<file path="config.mk">
export PLATFORM = sky130hd
export DESIGN_NAME = cpu
export DESIGN_NICKNAME = d
export VERILOG_FILES = /design/src/logic/cpu_pkg.sv /design/src/logic/cpu.sv /design/src/logic/data_memory.sv /design/src/logic/alu.sv /design/src/logic/operand_mux.sv /design/src/logic/register_file.sv /design/src/logic/program_counter.sv /design/src/logic/controller.sv
export SDC_FILE = /design/constraint.sdc
export NUM_CORES = 2
export LEC_CHECK = 0
export BUFFER_PORTS_ARGS = -buffer_cell sky130_fd_sc_hd__buf_4
export CORE_MARGIN = 2
export CORE_UTILIZATION = 54
export CTS_CLUSTER_DIAMETER = 150
export DETAILED_ROUTE_END_ITERATION = 12
export GPL_ROUTABILITY_DRIVEN = 0
export PLACE_DENSITY = 0.7
export RECOVER_POWER = 50
export SYNTH_ARGS = -nofsm -noshare
export SYNTH_HDL_FRONTEND = slang
export SYNTH_SLANG_ARGS = --single-unit
</file>
<file path="constraint.sdc">
create_clock -name system_clk -period 32.4 [get_ports system_clk]
set_clock_uncertainty 0.15 [all_clocks]
set_input_delay 3.24 -clock system_clk [delete_from_list [all_inputs] [get_ports system_clk]]
set_output_delay 3.24 -clock system_clk [all_outputs]
set_load 0.005 [all_outputs]
</file>
<file path="src/logic/cpu_pkg.sv">
// CPU package with the instruction word, bus device, ALU op, flag and strobe types
package cpu_pkg;

    typedef logic [7:0]  byte_t;               // Data byte on any bus
    typedef logic [15:0] addr_t;               // Program or data address

    typedef enum logic [4:0] {
        op_zero   = 5'd0,  op_a      = 5'd1,  op_b      = 5'd2,  op_add    = 5'd3,
        op_sub_ab = 5'd4,  op_sub_ba = 5'd5,  op_adc    = 5'd6,  op_sbb    = 5'd7,
        op_and    = 5'd8,  op_or     = 5'd9,  op_xor    = 5'd10, op_nota   = 5'd11,
        op_mul_lo = 5'd12, op_mul_hi = 5'd13, op_shl    = 5'd14, op_shr    = 5'd15
    } alu_op_e;

    typedef enum logic [2:0] {                 // A bus sources
        adev_rega, adev_regb, adev_regc, adev_regd,
        adev_marlo, adev_marhi, adev_uart, adev_zero
    } adev_e;

    typedef enum logic [2:0] {                 // B bus sources
        bdev_rega, bdev_regb, bdev_regc, bdev_regd,
        bdev_marlo, bdev_marhi, bdev_immed, bdev_ram
    } bdev_e;

    typedef enum logic [3:0] {
        tdev_rega    = 4'd0, tdev_regb  = 4'd1, tdev_regc = 4'd2,  tdev_regd = 4'd3,
        tdev_marlo   = 4'd4, tdev_marhi = 4'd5, tdev_uart = 4'd6,  tdev_ram  = 4'd7,
        tdev_pchitmp = 4'd8, tdev_pclo  = 4'd9, tdev_pc   = 4'd10, tdev_none = 4'd15
    } tdev_e;

    typedef enum logic [3:0] {
        cond_always = 4'd0, cond_c  = 4'd1, cond_z  = 4'd2, cond_o  = 4'd3,
        cond_n      = 4'd4, cond_gt = 4'd5, cond_lt = 4'd6, cond_eq = 4'd7,
        cond_ne     = 4'd8, cond_di = 4'd9, cond_do = 4'd10  // UART input valid, output ready
    } cond_e;

    typedef struct packed {
        logic c, z, o, n, gt, lt, eq, ne;      // Same order as the status register bits
    } flags_t;

    typedef struct packed {
        alu_op_e op;
        tdev_e   targ;
        adev_e   a_sel;
        bdev_e   b_sel;
        cond_e   cond;
        logic    direct;                       // 1 = operand is the RAM address, 0 = MAR
        logic    set_flags;
        logic [2:0] spare;
        addr_t   operand;                      // Address, or immediate in the low byte
    } instr_t;

    typedef struct packed {
        logic reg_we, marlo_we, marhi_we, ram_we, pchitmp_we;
        logic pclo_we, pc_we, flags_we, uart_wr, uart_ack;
    } strobe_t;

endpackage
</file>
<file path="src/logic/cpu.sv">
// CPU top level wiring the sequencer to the PC, registers, operand select, ALU and data memory
module cpu #(
    parameter int ram_depth = 256
) (
    input  logic            system_clk,
    input  logic            rst_n,
    input  cpu_pkg::instr_t rom_data,
    output cpu_pkg::addr_t  pc,
    output cpu_pkg::byte_t  uart_out_data,
    output logic            uart_out_strobe,
    input  logic            uart_out_ready,
    input  cpu_pkg::byte_t  uart_in_data,
    input  logic            uart_in_valid,
    output logic            uart_in_ack
);
    import cpu_pkg::*;

    instr_t  ir;
    strobe_t strobes;
    flags_t  flags;
    logic    exec_done;
    byte_t   rd_a, rd_b;
    byte_t   abus, bbus;
    byte_t   result;                           // Shared write bus
    byte_t   ram_data;
    addr_t   mar;

    assign uart_out_data   = result;
    assign uart_out_strobe = strobes.uart_wr;
    assign uart_in_ack     = strobes.uart_ack;

    controller u_ctrl (.system_clk, .rst_n, .rom_data, .flags, .uart_out_ready,
                       .uart_in_valid, .ir, .strobes, .exec_done);

    program_counter u_pc (.system_clk, .rst_n, .exec_done, .pchitmp_we(strobes.pchitmp_we),
                          .pclo_we(strobes.pclo_we), .pc_we(strobes.pc_we), .result, .pc);

    register_file u_regs (.system_clk, .rst_n, .we(strobes.reg_we), .wr_addr(ir.targ[1:0]),
                          .wr_data(result), .rd_a_addr(ir.a_sel[1:0]),
                          .rd_b_addr(ir.b_sel[1:0]), .rd_a, .rd_b);

    operand_mux u_mux (.ir, .rd_a, .rd_b, .mar, .ram_data, .uart_in_data, .abus, .bbus);

    alu u_alu (.system_clk, .rst_n, .op(ir.op), .abus, .bbus,
               .flags_we(strobes.flags_we), .result, .flags);

    data_memory #(.ram_depth(ram_depth)) u_mem (
        .system_clk, .rst_n, .ir, .marlo_we(strobes.marlo_we), .marhi_we(strobes.marhi_we),
        .ram_we(strobes.ram_we), .result, .mar, .ram_data
    );

endmodule

</file>
<file path="src/logic/data_memory.sv">
// Data memory with the two-byte MAR, direct or register address select and synchronous-write RAM
module data_memory #(
    parameter int ram_depth = 256
) (
    input  logic            system_clk,
    input  logic            rst_n,
    input  cpu_pkg::instr_t ir,
    input  logic            marlo_we,
    input  logic            marhi_we,
    input  logic            ram_we,
    input  cpu_pkg::byte_t  result,
    output cpu_pkg::addr_t  mar,
    output cpu_pkg::byte_t  ram_data
);
    import cpu_pkg::*;

    localparam int aw = $clog2(ram_depth);

    byte_t          mar_lo;
    byte_t          mar_hi;
    addr_t          addr;
    logic [aw-1:0]  ram_addr;
    byte_t          mem [ram_depth];

    always_ff @(posedge system_clk) begin
        if (!rst_n) begin
            mar_lo <= '0;
            mar_hi <= '0;
        end else begin
            if (marlo_we) mar_lo <= result;
            if (marhi_we) mar_hi <= result;
        end
    end

    assign mar      = {mar_hi, mar_lo};
    assign addr     = ir.direct ? ir.operand : mar;       // Direct vs register addressing
    assign ram_addr = aw'(32'(addr) % ram_depth);         // Wraps past the top

    always_ff @(posedge system_clk) begin
        if (ram_we) mem[ram_addr] <= result;
    end

    assign ram_data = mem[ram_addr];                      // Asynchronous read

endmodule

</file>
<file path="src/logic/alu.sv">
// 8-bit ALU with the gated status register for the eight flags
module alu (
    input  logic              system_clk,
    input  logic              rst_n,
    input  cpu_pkg::alu_op_e  op,
    input  cpu_pkg::byte_t    abus,
    input  cpu_pkg::byte_t    bbus,
    input  logic              flags_we,
    output cpu_pkg::byte_t    result,
    output cpu_pkg::flags_t   flags
);
    import cpu_pkg::*;

    flags_t      flags_next;
    logic [8:0]  wide;                         // Bit 8 is carry or borrow
    logic [15:0] prod;
    logic        c_next;
    logic        o_next;

    assign prod = abus * bbus;

    always_comb begin
        wide   = '0;
        c_next = 1'b0;
        o_next = 1'b0;
        case (op)
            op_a:      wide[7:0] = abus;
            op_b:      wide[7:0] = bbus;
            op_add, op_adc: begin
                wide   = {1'b0, abus} + {1'b0, bbus} + 9'((op == op_adc) & flags.c);
                c_next = wide[8];
                o_next = (abus[7] == bbus[7]) && (wide[7] != abus[7]);
            end
            op_sub_ab, op_sbb: begin
                wide   = {1'b0, abus} - {1'b0, bbus} - 9'((op == op_sbb) & flags.c);
                c_next = wide[8];                              // Borrow
                o_next = (abus[7] != bbus[7]) && (wide[7] != abus[7]);
            end
            op_sub_ba: begin
                wide   = {1'b0, bbus} - {1'b0, abus};
                c_next = wide[8];
                o_next = (abus[7] != bbus[7]) && (wide[7] != bbus[7]);
            end
            op_and:    wide[7:0] = abus & bbus;
            op_or:     wide[7:0] = abus | bbus;
            op_xor:    wide[7:0] = abus ^ bbus;
            op_nota:   wide[7:0] = ~abus;
            op_mul_lo: wide[7:0] = prod[7:0];
            op_mul_hi: wide[7:0] = prod[15:8];
            op_shl: begin
                wide[7:0] = {abus[6:0], 1'b0};
                c_next    = abus[7];                           // Bit shifted out
            end
            op_shr: begin
                wide[7:0] = {1'b0, abus[7:1]};
                c_next    = abus[0];
            end
            default:   wide = '0;                              // zero and unused codes
        endcase
    end

    assign result = wide[7:0];

    // Compares are unsigned A against B
    assign flags_next = '{c: c_next, z: (result == '0), o: o_next, n: result[7],
                          gt: (abus > bbus), lt: (abus < bbus),
                          eq: (abus == bbus), ne: (abus != bbus)};

    always_ff @(posedge system_clk) begin
        if (!rst_n) flags <= '0;
        else if (flags_we) flags <= flags_next;  // Kept when the instruction is skipped
    end

endmodule

</file>
<file path="src/logic/operand_mux.sv">
// A and B bus source selection for the ALU operands
module operand_mux (
    input  cpu_pkg::instr_t ir,
    input  cpu_pkg::byte_t  rd_a,
    input  cpu_pkg::byte_t  rd_b,
    input  cpu_pkg::addr_t  mar,
    input  cpu_pkg::byte_t  ram_data,
    input  cpu_pkg::byte_t  uart_in_data,
    output cpu_pkg::byte_t  abus,
    output cpu_pkg::byte_t  bbus
);
    import cpu_pkg::*;

    always_comb begin
        case (ir.a_sel)
            adev_rega, adev_regb,
            adev_regc, adev_regd: abus = rd_a;          // Port A already addressed by a_sel
            adev_marlo:           abus = mar[7:0];
            adev_marhi:           abus = mar[15:8];
            adev_uart:            abus = uart_in_data;
            default:              abus = '0;            // zero source
        endcase
    end

    always_comb begin
        case (ir.b_sel)
            bdev_rega, bdev_regb,
            bdev_regc, bdev_regd: bbus = rd_b;
            bdev_marlo:           bbus = mar[7:0];
            bdev_marhi:           bbus = mar[15:8];
            bdev_immed:           bbus = ir.operand[7:0];  // Immediate in low byte
            default:              bbus = ram_data;      // ram
        endcase
    end

endmodule

</file>
<file path="src/logic/register_file.sv">
// Four 8-bit general registers, two combinational read ports and one write port
module register_file (
    input  logic           system_clk,
    input  logic           rst_n,
    input  logic           we,
    input  logic [1:0]     wr_addr,
    input  cpu_pkg::byte_t wr_data,
    input  logic [1:0]     rd_a_addr,
    input  logic [1:0]     rd_b_addr,
    output cpu_pkg::byte_t rd_a,
    output cpu_pkg::byte_t rd_b
);
    import cpu_pkg::*;

    byte_t regs [4];                           // rega .. regd

    always_ff @(posedge system_clk) begin
        if (!rst_n) begin
            for (int i = 0; i < 4; i++) begin
                regs[i] <= '0;
            end
        end else if (we) begin
            regs[wr_addr] <= wr_data;          // Written at the EXEC edge
        end
    end

    // Read ports see the old value until the edge
    assign rd_a = regs[rd_a_addr];
    assign rd_b = regs[rd_b_addr];

endmodule

</file>
<file path="src/logic/program_counter.sv">
// Program counter with increment, low-byte jump and long jump through a high-byte holding register
module program_counter (
    input  logic           system_clk,
    input  logic           rst_n,
    input  logic           exec_done,
    input  logic           pchitmp_we,
    input  logic           pclo_we,
    input  logic           pc_we,
    input  cpu_pkg::byte_t result,
    output cpu_pkg::addr_t pc
);
    import cpu_pkg::*;

    byte_t pchitmp;                            // High byte for the next long jump

    always_ff @(posedge system_clk) begin
        if (pchitmp_we) pchitmp <= result;
    end

    always_ff @(posedge system_clk) begin
        if (!rst_n) begin
            pc <= '0;
        end else if (exec_done) begin
            if (pc_we) begin
                pc <= {pchitmp, result};       // Long jump
            end else if (pclo_we) begin
                pc <= {pc[15:8], result};      // Jump within the page
            end else begin
                pc <= pc + addr_t'(1);
            end
        end
    end

endmodule

</file>
<file path="src/logic/controller.sv">
// Fetch/execute sequencer with instruction register, condition test and write strobe decode
module controller (
    input  logic             system_clk,
    input  logic             rst_n,
    input  cpu_pkg::instr_t  rom_data,
    input  cpu_pkg::flags_t  flags,
    input  logic             uart_out_ready,
    input  logic             uart_in_valid,
    output cpu_pkg::instr_t  ir,
    output cpu_pkg::strobe_t strobes,
    output logic             exec_done
);
    import cpu_pkg::*;

    typedef enum logic {
        st_fetch,
        st_exec
    } state_e;

    state_e state;
    logic   cond_ok;                           // Instruction's condition holds
    logic   uart_busy;                         // Addressed UART side not ready
    logic   go;                                // Executing this cycle

    always_ff @(posedge system_clk) begin
        if (!rst_n) begin
            state <= st_fetch;
        end else begin
            case (state)
                st_fetch: state <= st_exec;
                st_exec:  if (exec_done) state <= st_fetch;  // Hold while stalled
                default:  state <= st_fetch;
            endcase
        end
    end

    // Instruction register loaded from ROM at pc
    always_ff @(posedge system_clk) begin
        if (state == st_fetch) ir <= rom_data;
    end

    always_comb begin
        case (ir.cond)
            cond_always: cond_ok = 1'b1;
            cond_c:      cond_ok = flags.c;
            cond_z:      cond_ok = flags.z;
            cond_o:      cond_ok = flags.o;
            cond_n:      cond_ok = flags.n;
            cond_gt:     cond_ok = flags.gt;
            cond_lt:     cond_ok = flags.lt;
            cond_eq:     cond_ok = flags.eq;
            cond_ne:     cond_ok = flags.ne;
            cond_di:     cond_ok = uart_in_valid;
            cond_do:     cond_ok = uart_out_ready;
            default:     cond_ok = 1'b0;       // Unused codes never execute
        endcase
    end

    // Stall only when the instruction would really run
    assign uart_busy = (ir.targ == tdev_uart && !uart_out_ready)
                    || (ir.a_sel == adev_uart && !uart_in_valid);

    assign go        = (state == st_exec) && cond_ok && !uart_busy;
    assign exec_done = (state == st_exec) && (!cond_ok || !uart_busy);  // Failed cond skips at once

    always_comb begin
        strobes = '0;
        if (go) begin
            case (ir.targ)
                tdev_rega, tdev_regb,
                tdev_regc, tdev_regd: strobes.reg_we     = 1'b1;
                tdev_marlo:           strobes.marlo_we   = 1'b1;
                tdev_marhi:           strobes.marhi_we   = 1'b1;
                tdev_uart:            strobes.uart_wr    = 1'b1;
                tdev_ram:             strobes.ram_we     = 1'b1;
                tdev_pchitmp:         strobes.pchitmp_we = 1'b1;
                tdev_pclo:            strobes.pclo_we    = 1'b1;
                tdev_pc:              strobes.pc_we      = 1'b1;
                default:              ;        // No write for none
            endcase
            strobes.flags_we = ir.set_flags;
            strobes.uart_ack = (ir.a_sel == adev_uart);  // Byte consumed by this read
        end
    end

endmodule

</file>
# After elaboration in Yosys (flattened, before gate mapping)
# Memories as Yosys holds them, arrays and structs flattened. A register that Yosys moved wholly into a read port is not among the register bits.
# Cells that the tools add are included.
# W data, S select, Z words.
[totals]
wordCells = 152
reg_bits = 78
ram_bits = 2080
in_bits = 52
out_inout_bits = 26
mem_count = 2
[classes]
n_lt_le_gt_ge = 2
mul = 1
muxes = 31
n_eq_ne = 55
n_reduce_logical = 26
add_sub_neg = 6
bitwise = 7
[memory_table]
columns = ["name", "words", "word_bits", "read_ports", "rd_ports_with_merged_regs", "write_ports", "line", "rtl"]
rows = [
  ["u_mem.mem", 256, 8, 1, 0, 1, "data_memory.sv:23", "byte_t mem [ram_depth];"],
  ["u_regs.regs", 4, 8, 2, 2, 4, "register_file.sv:15", "byte_t regs [4];"],
]
[ops]
columns = ["cell", "n"]
rows = [
  ["$pmux W8 S13", 1],
  ["$pmux W8 S4", 2],
  ["$eq A5 B4 Y1 const B", 8],
  ["$eq A4 B3 Y1 const B", 8],
  ["$mux W16", 2],
  ["$eq A4 B4 Y1 const B", 6],
  ["$eq A5 B3 Y1 const B", 4],
  ["$eq A3 B3 Y1 const B", 6],
  ["$sub A8 B8 Y9", 2],
  ["$add A16 B1 Y16 const B", 1],
  ["$eq A4 B2 Y1 const B", 4],
  ["$mul A8 B8 Y16", 1],
  ["$mux W1", 16],
  ["$mux W8", 2],
  ["$eq A3 B2 Y1 const B", 4],
  ["$reduce_or A4 Y1", 3],
  ["$pmux W1 S11", 1],
  ["$eq A5 B2 Y1 const B", 2],
  ["$mux W10", 1],
  ["$add A8 B8 Y9", 1],
  ["$add A9 B9 Y9", 1],
  ["$sub A9 B9 Y9", 1],
  ["$and A8 B8 Y8", 1],
  ["$eq A4 B1 Y1 const B", 2],
  ["27 further kinds", 48],
]

# Logic depth before layout (Yosys ltp)
[depth]
ltp_word = 11
ltp_mapped = 36
depth_no_buf = 30

# Modules after synthesis
# Synthesis repeated with hierarchy kept, for this count alone.
[unflattened]
cells_unflattened = 4731
hier_area_um2 = 88777.6
[modules_own_cells]
columns = ["module", "area_per_inst_um2", "cells_each", "instances", "seq_area_each_um2"]
rows = [
  ["data_memory", 79438.7, 3770, 1, 61819.3],
  ["alu", 4393.0, 559, 1, 160.2],
  ["register_file", 1634.1, 97, 1, 960.9],
  ["controller", 1503.9, 85, 1, 1221.2],
  ["program_counter", 1253.7, 142, 1, 560.5],
  ["operand_mux", 554.3, 78, 1, 0.0],
]

# Worst setup path after synthesis
# OpenSTA, ideal clock, no wires.
[synth_timing]
path_kind = "input-to-output"
startpoint = "input uart_in_data[4]"
endpoint = "output uart_out_data[5]"
t_arrival_ns = 11.181
path_buffers = 1
stages = 19
t_required_ns = 29.010
setup_slack_ns = 17.829
cell_sequence = "nand2_1 o211ai_1 o21ai_0 clkbuf_1 inv_1 ha_1 fa_1 fa_1 fa_1 inv_1 fa_1 inv_1 ha_1 a21o_1 a31o_2 a41oi_1 nor2b_1 xor2_1 o221ai_2"
[synth_via]
elab_chain_cells = 4
elab_cells_between_ends = 8
classes_between = "5 x add/sub; 1 x mul; 2 x mux"
[synth_rtl]
columns = ["element", "line", "rtl"]
rows = [
  ["from (decl)", "cpu.sv:12", "input cpu_pkg::byte_t uart_in_data,"],
  ["$pmux W8 S4 (*)", "operand_mux.sv:15", "case (ir.a_sel)"],
  ["parallel branches: the longest is 2 deep, another holds $mul A8 B8 Y16", "n/a", ""],
  ["$pmux W8 S13 (*)", "alu.sv:26", "case (op)"],
  ["to (decl)", "cpu.sv:9", "output cpu_pkg::byte_t uart_out_data,"],
]
# Mark *: on every way between the ends.

# Final worst setup path
[layout_timing]
startpoint = "register, netlist name u_ctrl.ir[0]"
endpoint = "output uart_out_data[6]"
[layout_via]
elab_chain_cells = 6
elab_cells_between_ends = 13
classes_between = "5 x add/sub; 1 x mul; 3 x mux; 3 x bitwise; 1 x memory"
[layout_rtl]
columns = ["element", "line", "rtl"]
rows = [
  ["$mux W8", "data_memory.sv:36", "assign addr = ir.direct ? ir.operand : mar;"],
  ["$mem_v2 Z256 W8", "n/a", ""],
  ["$pmux W8 S4 (*)", "operand_mux.sv:26", "case (ir.b_sel)"],
  ["parallel branches: the longest is 2 deep, another holds $mul A8 B8 Y16", "n/a", ""],
  ["$pmux W8 S13 (*)", "alu.sv:26", ""],
]
# Marks and branches as above.

==> impl_metrics.csv <==
group,metric,value,unit
status,status,"finished with violations",
status,violations,"max-capacitance violations, max-slew violations",
worst_setup_path,start_kind,"register",
worst_setup_path,critPathMaxFanout,110,
synthesis,synthCells,5787,
timing,post-route-min-period,16.88,ns
floorplanning,row_count,148,
floorplanning,die_w,408,µm
timing,fin_crit_sh,52.1,%
synthesis,yosysUniqueCellTypes,97,
synthesis,synthAdderAreaFrac,1.98,%
final_layout,final_core_util,59.8,%
placement,hpwl,157000,µm
detailed_routing,drt-pass1-iter-count,8,
global_route,grt_overflow,0,
timing,rsz0062_at_grt,"no",
detailed_routing,postRouteAntennaNets,0,
power,vdd_drop_max,0.0777,mV
synthesis,ys_seq_area_share,73.3,%
cts,cts_buffers,206,
cts,cts_root_buf,"clkbuf_16",
timing,fin_setup_tns,0,ns
detailed_routing,vias,56200,
power,leakagePower,30.7,nW
worst_setup_path,crit_type,"register to output port",
worst_setup_path,cp.arrival,13.49,ns
power,p_per_area,72.8,mW/mm²
synthesis,syn_avg_cell_area,15.2,µm²
final_layout,instances_no_fill,8168,
global_route,grt_use_total,31.7,%
timing,maxSlewHeadroom,-72.6,%
placement,post-place-cells,7781,
cts,postCtsSetupRepairBufs,0,
final_layout,drive_gt1_share,10.9,%
cts,cts-resized-gates,0,
detailed_routing,drc_errors,0,
synthesis,syn_area,0.0879,mm²
final_layout,fin_nets,5980,
synthesis,ys_async_sr_fraction,0,%
worst_setup_path,slowest_delay,1.20,ns
synthesis,synth_nets,5953,
worst_setup_path,cpMaxStageDelayCell,"o41ai_1",
timing,drv_slew,47,
detailed_routing,via_per_inst,6.88,
cts,cts.path.max_buffers,3,
synthesis,synth-edff-count,2117,
final_layout,fillers,12100,
detailed_routing,drt_iter0_drc,9703,
placement,portBuffers,66,
cts,clk_pin_slew_worst_paths,0.06,ns
timing,worstMarginPinSlew,2.59,ns
synthesis,synth_top_family_by_area,"compound AO/OA/AOI/OAI gates",
global_route,grt_max_degree,188,
worst_setup_path,cp_data_required_time,29.01,ns
final_layout,syn2layout_area_growth,10.3,%
synthesis,yosys-mux-area-fraction,4.47,%
worst_setup_path,crit_top_cell,"fa_1",
floorplanning,core-area,0.162,mm²
detailed_routing,drt-total-wl,268000,µm
synthesis,ys.flop_type,"edfxtp_1",
worst_setup_path,crit_path_end_kind,"output port",
cts,cts_tree,"built",
floorplanning,die_h,408,µm
global_route,antenna_found_initial,7,
timing,hold_viol,0,
floorplanning,start_util,54.2,%
timing,max_freq,59.2,MHz
cts,worstSkewPairLatency,0.84,ns
synthesis,yosysWarningCount,0,
cts,hold_buffers,0,
timing,hold_ws,0.311,ns
global_route,grt_pass1_wl,381000,µm
floorplanning,dieArea,0.166,mm²
worst_hold_path,hp-class,"register to register",
detailed_routing,routedWlPerCell,32.8,µm
synthesis,synth-compound-area-share,11.5,%
timing,setup_viol,0,
floorplanning,io_pins,78,
run,drv_cap,2,
synthesis,ys_ff_latch,2162,
synthesis,synth-xor-area-share,0.279,%
cts,htreeDepth,4,
synthesis,synth_simple_gate_area_share,5.55,%
cts,cts_sinks,2162,
global_route,grt_pass1_vias,54000,
-- area by class of cell --
| type | count | area, µm² | area share (%) |
|---|---|---|---|
| inverters | 108 | 443 | 0.457 |
| multi-input cells | 3124 | 21200 | 21.9 |
| clock inverters | 123 | 990 | 1.02 |
| clock buffers | 259 | 5440 | 5.61 |
| flip-flops and latches | 2162 | 64500 | 66.5 |
| well taps | 2175 | 2720 | 2.81 |
| repair buffers | 212 | 1680 | 1.73 |
| diodes | 5 | 12.5 | 0.0129 |
-- worst max-delay path: cells and delay by family, from the launching register on --
family                   cells  cell delay, ns
AO/OA/AOI/OAI               10            4.54
buffers and inverters        8            2.71
adder cells (fa/ha/maj)      5            2.29
AND/OR/NAND/NOR              6            2.10
flip-flops                   1            0.66
-- metrics by stage --
stage	total power [W]	area, µm²	worst slack, ns
3_5_place_dp	0.00477	90500	16.78
4_1_cts	0.00703	97000	15.94
6_report	0.00706	96900	15.52
3_3_place_gp	0.00473	90500	16.93
2_1_floorplan	0.00431	87900	17.83
5_1_grt	0.00723	96900	15.35
-- Yosys cell counts, types with 8 or more instances --
| cell | count | area [µm²] |
|---|---|---|
| a211oi_1 | 16 | 120 |
| a21o_1 | 34 | 255 |
| a21oi_1 | 336 | 1680 |
| a21oi_2 | 9 | 78.8 |
| a221oi_1 | 15 | 131 |
| a22oi_1 | 13 | 97.6 |
| a31oi_1 | 17 | 106 |
| a32oi_1 | 144 | 1260 |
| a41o_1 | 18 | 180 |
| a41oi_1 | 55 | 482 |
| and2_1 | 16 | 100 |
| and3_1 | 11 | 68.8 |
| buf_1 | 16 | 60.1 |
| buf_2 | 143 | 716 |
| buf_4 | 42 | 315 |
| buf_6 | 39 | 439 |
| clkbuf_1 | 151 | 567 |
| dfxtp_1 | 45 | 901 |
| edfxtp_1 | 2117 | 63600 |
| fa_1 | 42 | 841 |
| ha_1 | 72 | 901 |
| inv_1 | 106 | 398 |
| mux2_2 | 12 | 135 |
| mux2i_1 | 182 | 1820 |
| mux4_2 | 86 | 1940 |
| nand2_1 | 481 | 1810 |
| nand2b_1 | 12 | 75.1 |
| nand3_1 | 61 | 305 |
| nand3b_1 | 8 | 60.1 |
| nand4_1 | 27 | 169 |
| nor2_1 | 417 | 1570 |
| nor2b_1 | 15 | 93.8 |
| nor3_1 | 11 | 55.1 |
| nor4_1 | 41 | 257 |
| o2111ai_1 | 11 | 96.3 |
| o211ai_1 | 10 | 75.1 |
| o21ai_0 | 296 | 1480 |
| o21ai_1 | 13 | 65.1 |
| o221ai_1 | 9 | 78.8 |
| o22ai_1 | 446 | 2790 |
| o41ai_1 | 43 | 377 |
| xnor2_1 | 18 | 158 |
| xor2_1 | 10 | 87.6 |
-- cell usage in the layout (no fill, tap or decap), types with 13 or more instances in the layout --
cell	synthesis	layout
edfxtp_1	2117	2117
nand2_1	481	477
o22ai_1	446	446
nor2_1	417	416
a21oi_1	336	332
o21ai_0	296	295
clkbuf_16	0	210
mux2i_1	182	182
buf_4	42	151
a32oi_1	144	144
inv_1	106	101
mux4_2	86	86
ha_1	72	72
nand3_1	61	61
clkbuf_1	151	60
a41oi_1	55	55
clkinv_1	2	53
dfxtp_1	45	45
clkinv_2	0	44
o41ai_1	43	42
fa_1	42	42
nor4_1	41	41
clkbuf_4	0	40
a21o_1	34	34
nand4_1	27	27
xnor2_1	18	18
a41o_1	18	18
a31oi_1	17	17
a211oi_1	16	16
nor2b_1	15	15
a221oi_1	15	15
o21ai_1	13	13
a22oi_1	13	13
-- worst paths after layout --
kind	startpoint	to	slack (ns)	depth (start not counted)
max reg2reg	u_ctrl.ir[0]	u_mem.mem[91][7]	18.44	31
max	u_ctrl.ir[0]	uart_out_data[6]	15.52	29
min	u_alu.flags[3]	u_alu.flags[3]	0.31	2
min reg2reg	u_alu.flags[3]	u_alu.flags[3]	0.31	2
-- cell families after synthesis --
logic type,count (synthesis)
mux,282
simple gates,1139
fa+ha+maj,114
flops,2162
compound gates,1561
buf+inv,501
xor+xnor,28
-- state kept, by name (all words and copies together), names as in the netlist, named ones only --
register	count
u_pc.pc	16
u_mem.mar_hi	8
u_mem.mar_lo	8
u_mem.mem	2048
u_pc.pchitmp	8
u_ctrl.ir	29
u_alu.flags	8
u_regs.regs	32
u_ctrl.state	1
-- where the power goes --
part | internal (W) | switching, W
combinational | 0.000279 | 0.000981
sequential | 0.00347 | 0.0000164
clock | 0.00128 | 0.00104
-- metal layers --
layer  wire [µm]  track usage, %
met3       37900            9.27
met5          21               0
met1       95400            42.7
met4       15300            16.2
met2      120000            47.4
Power figures use the tool's default switching activity.
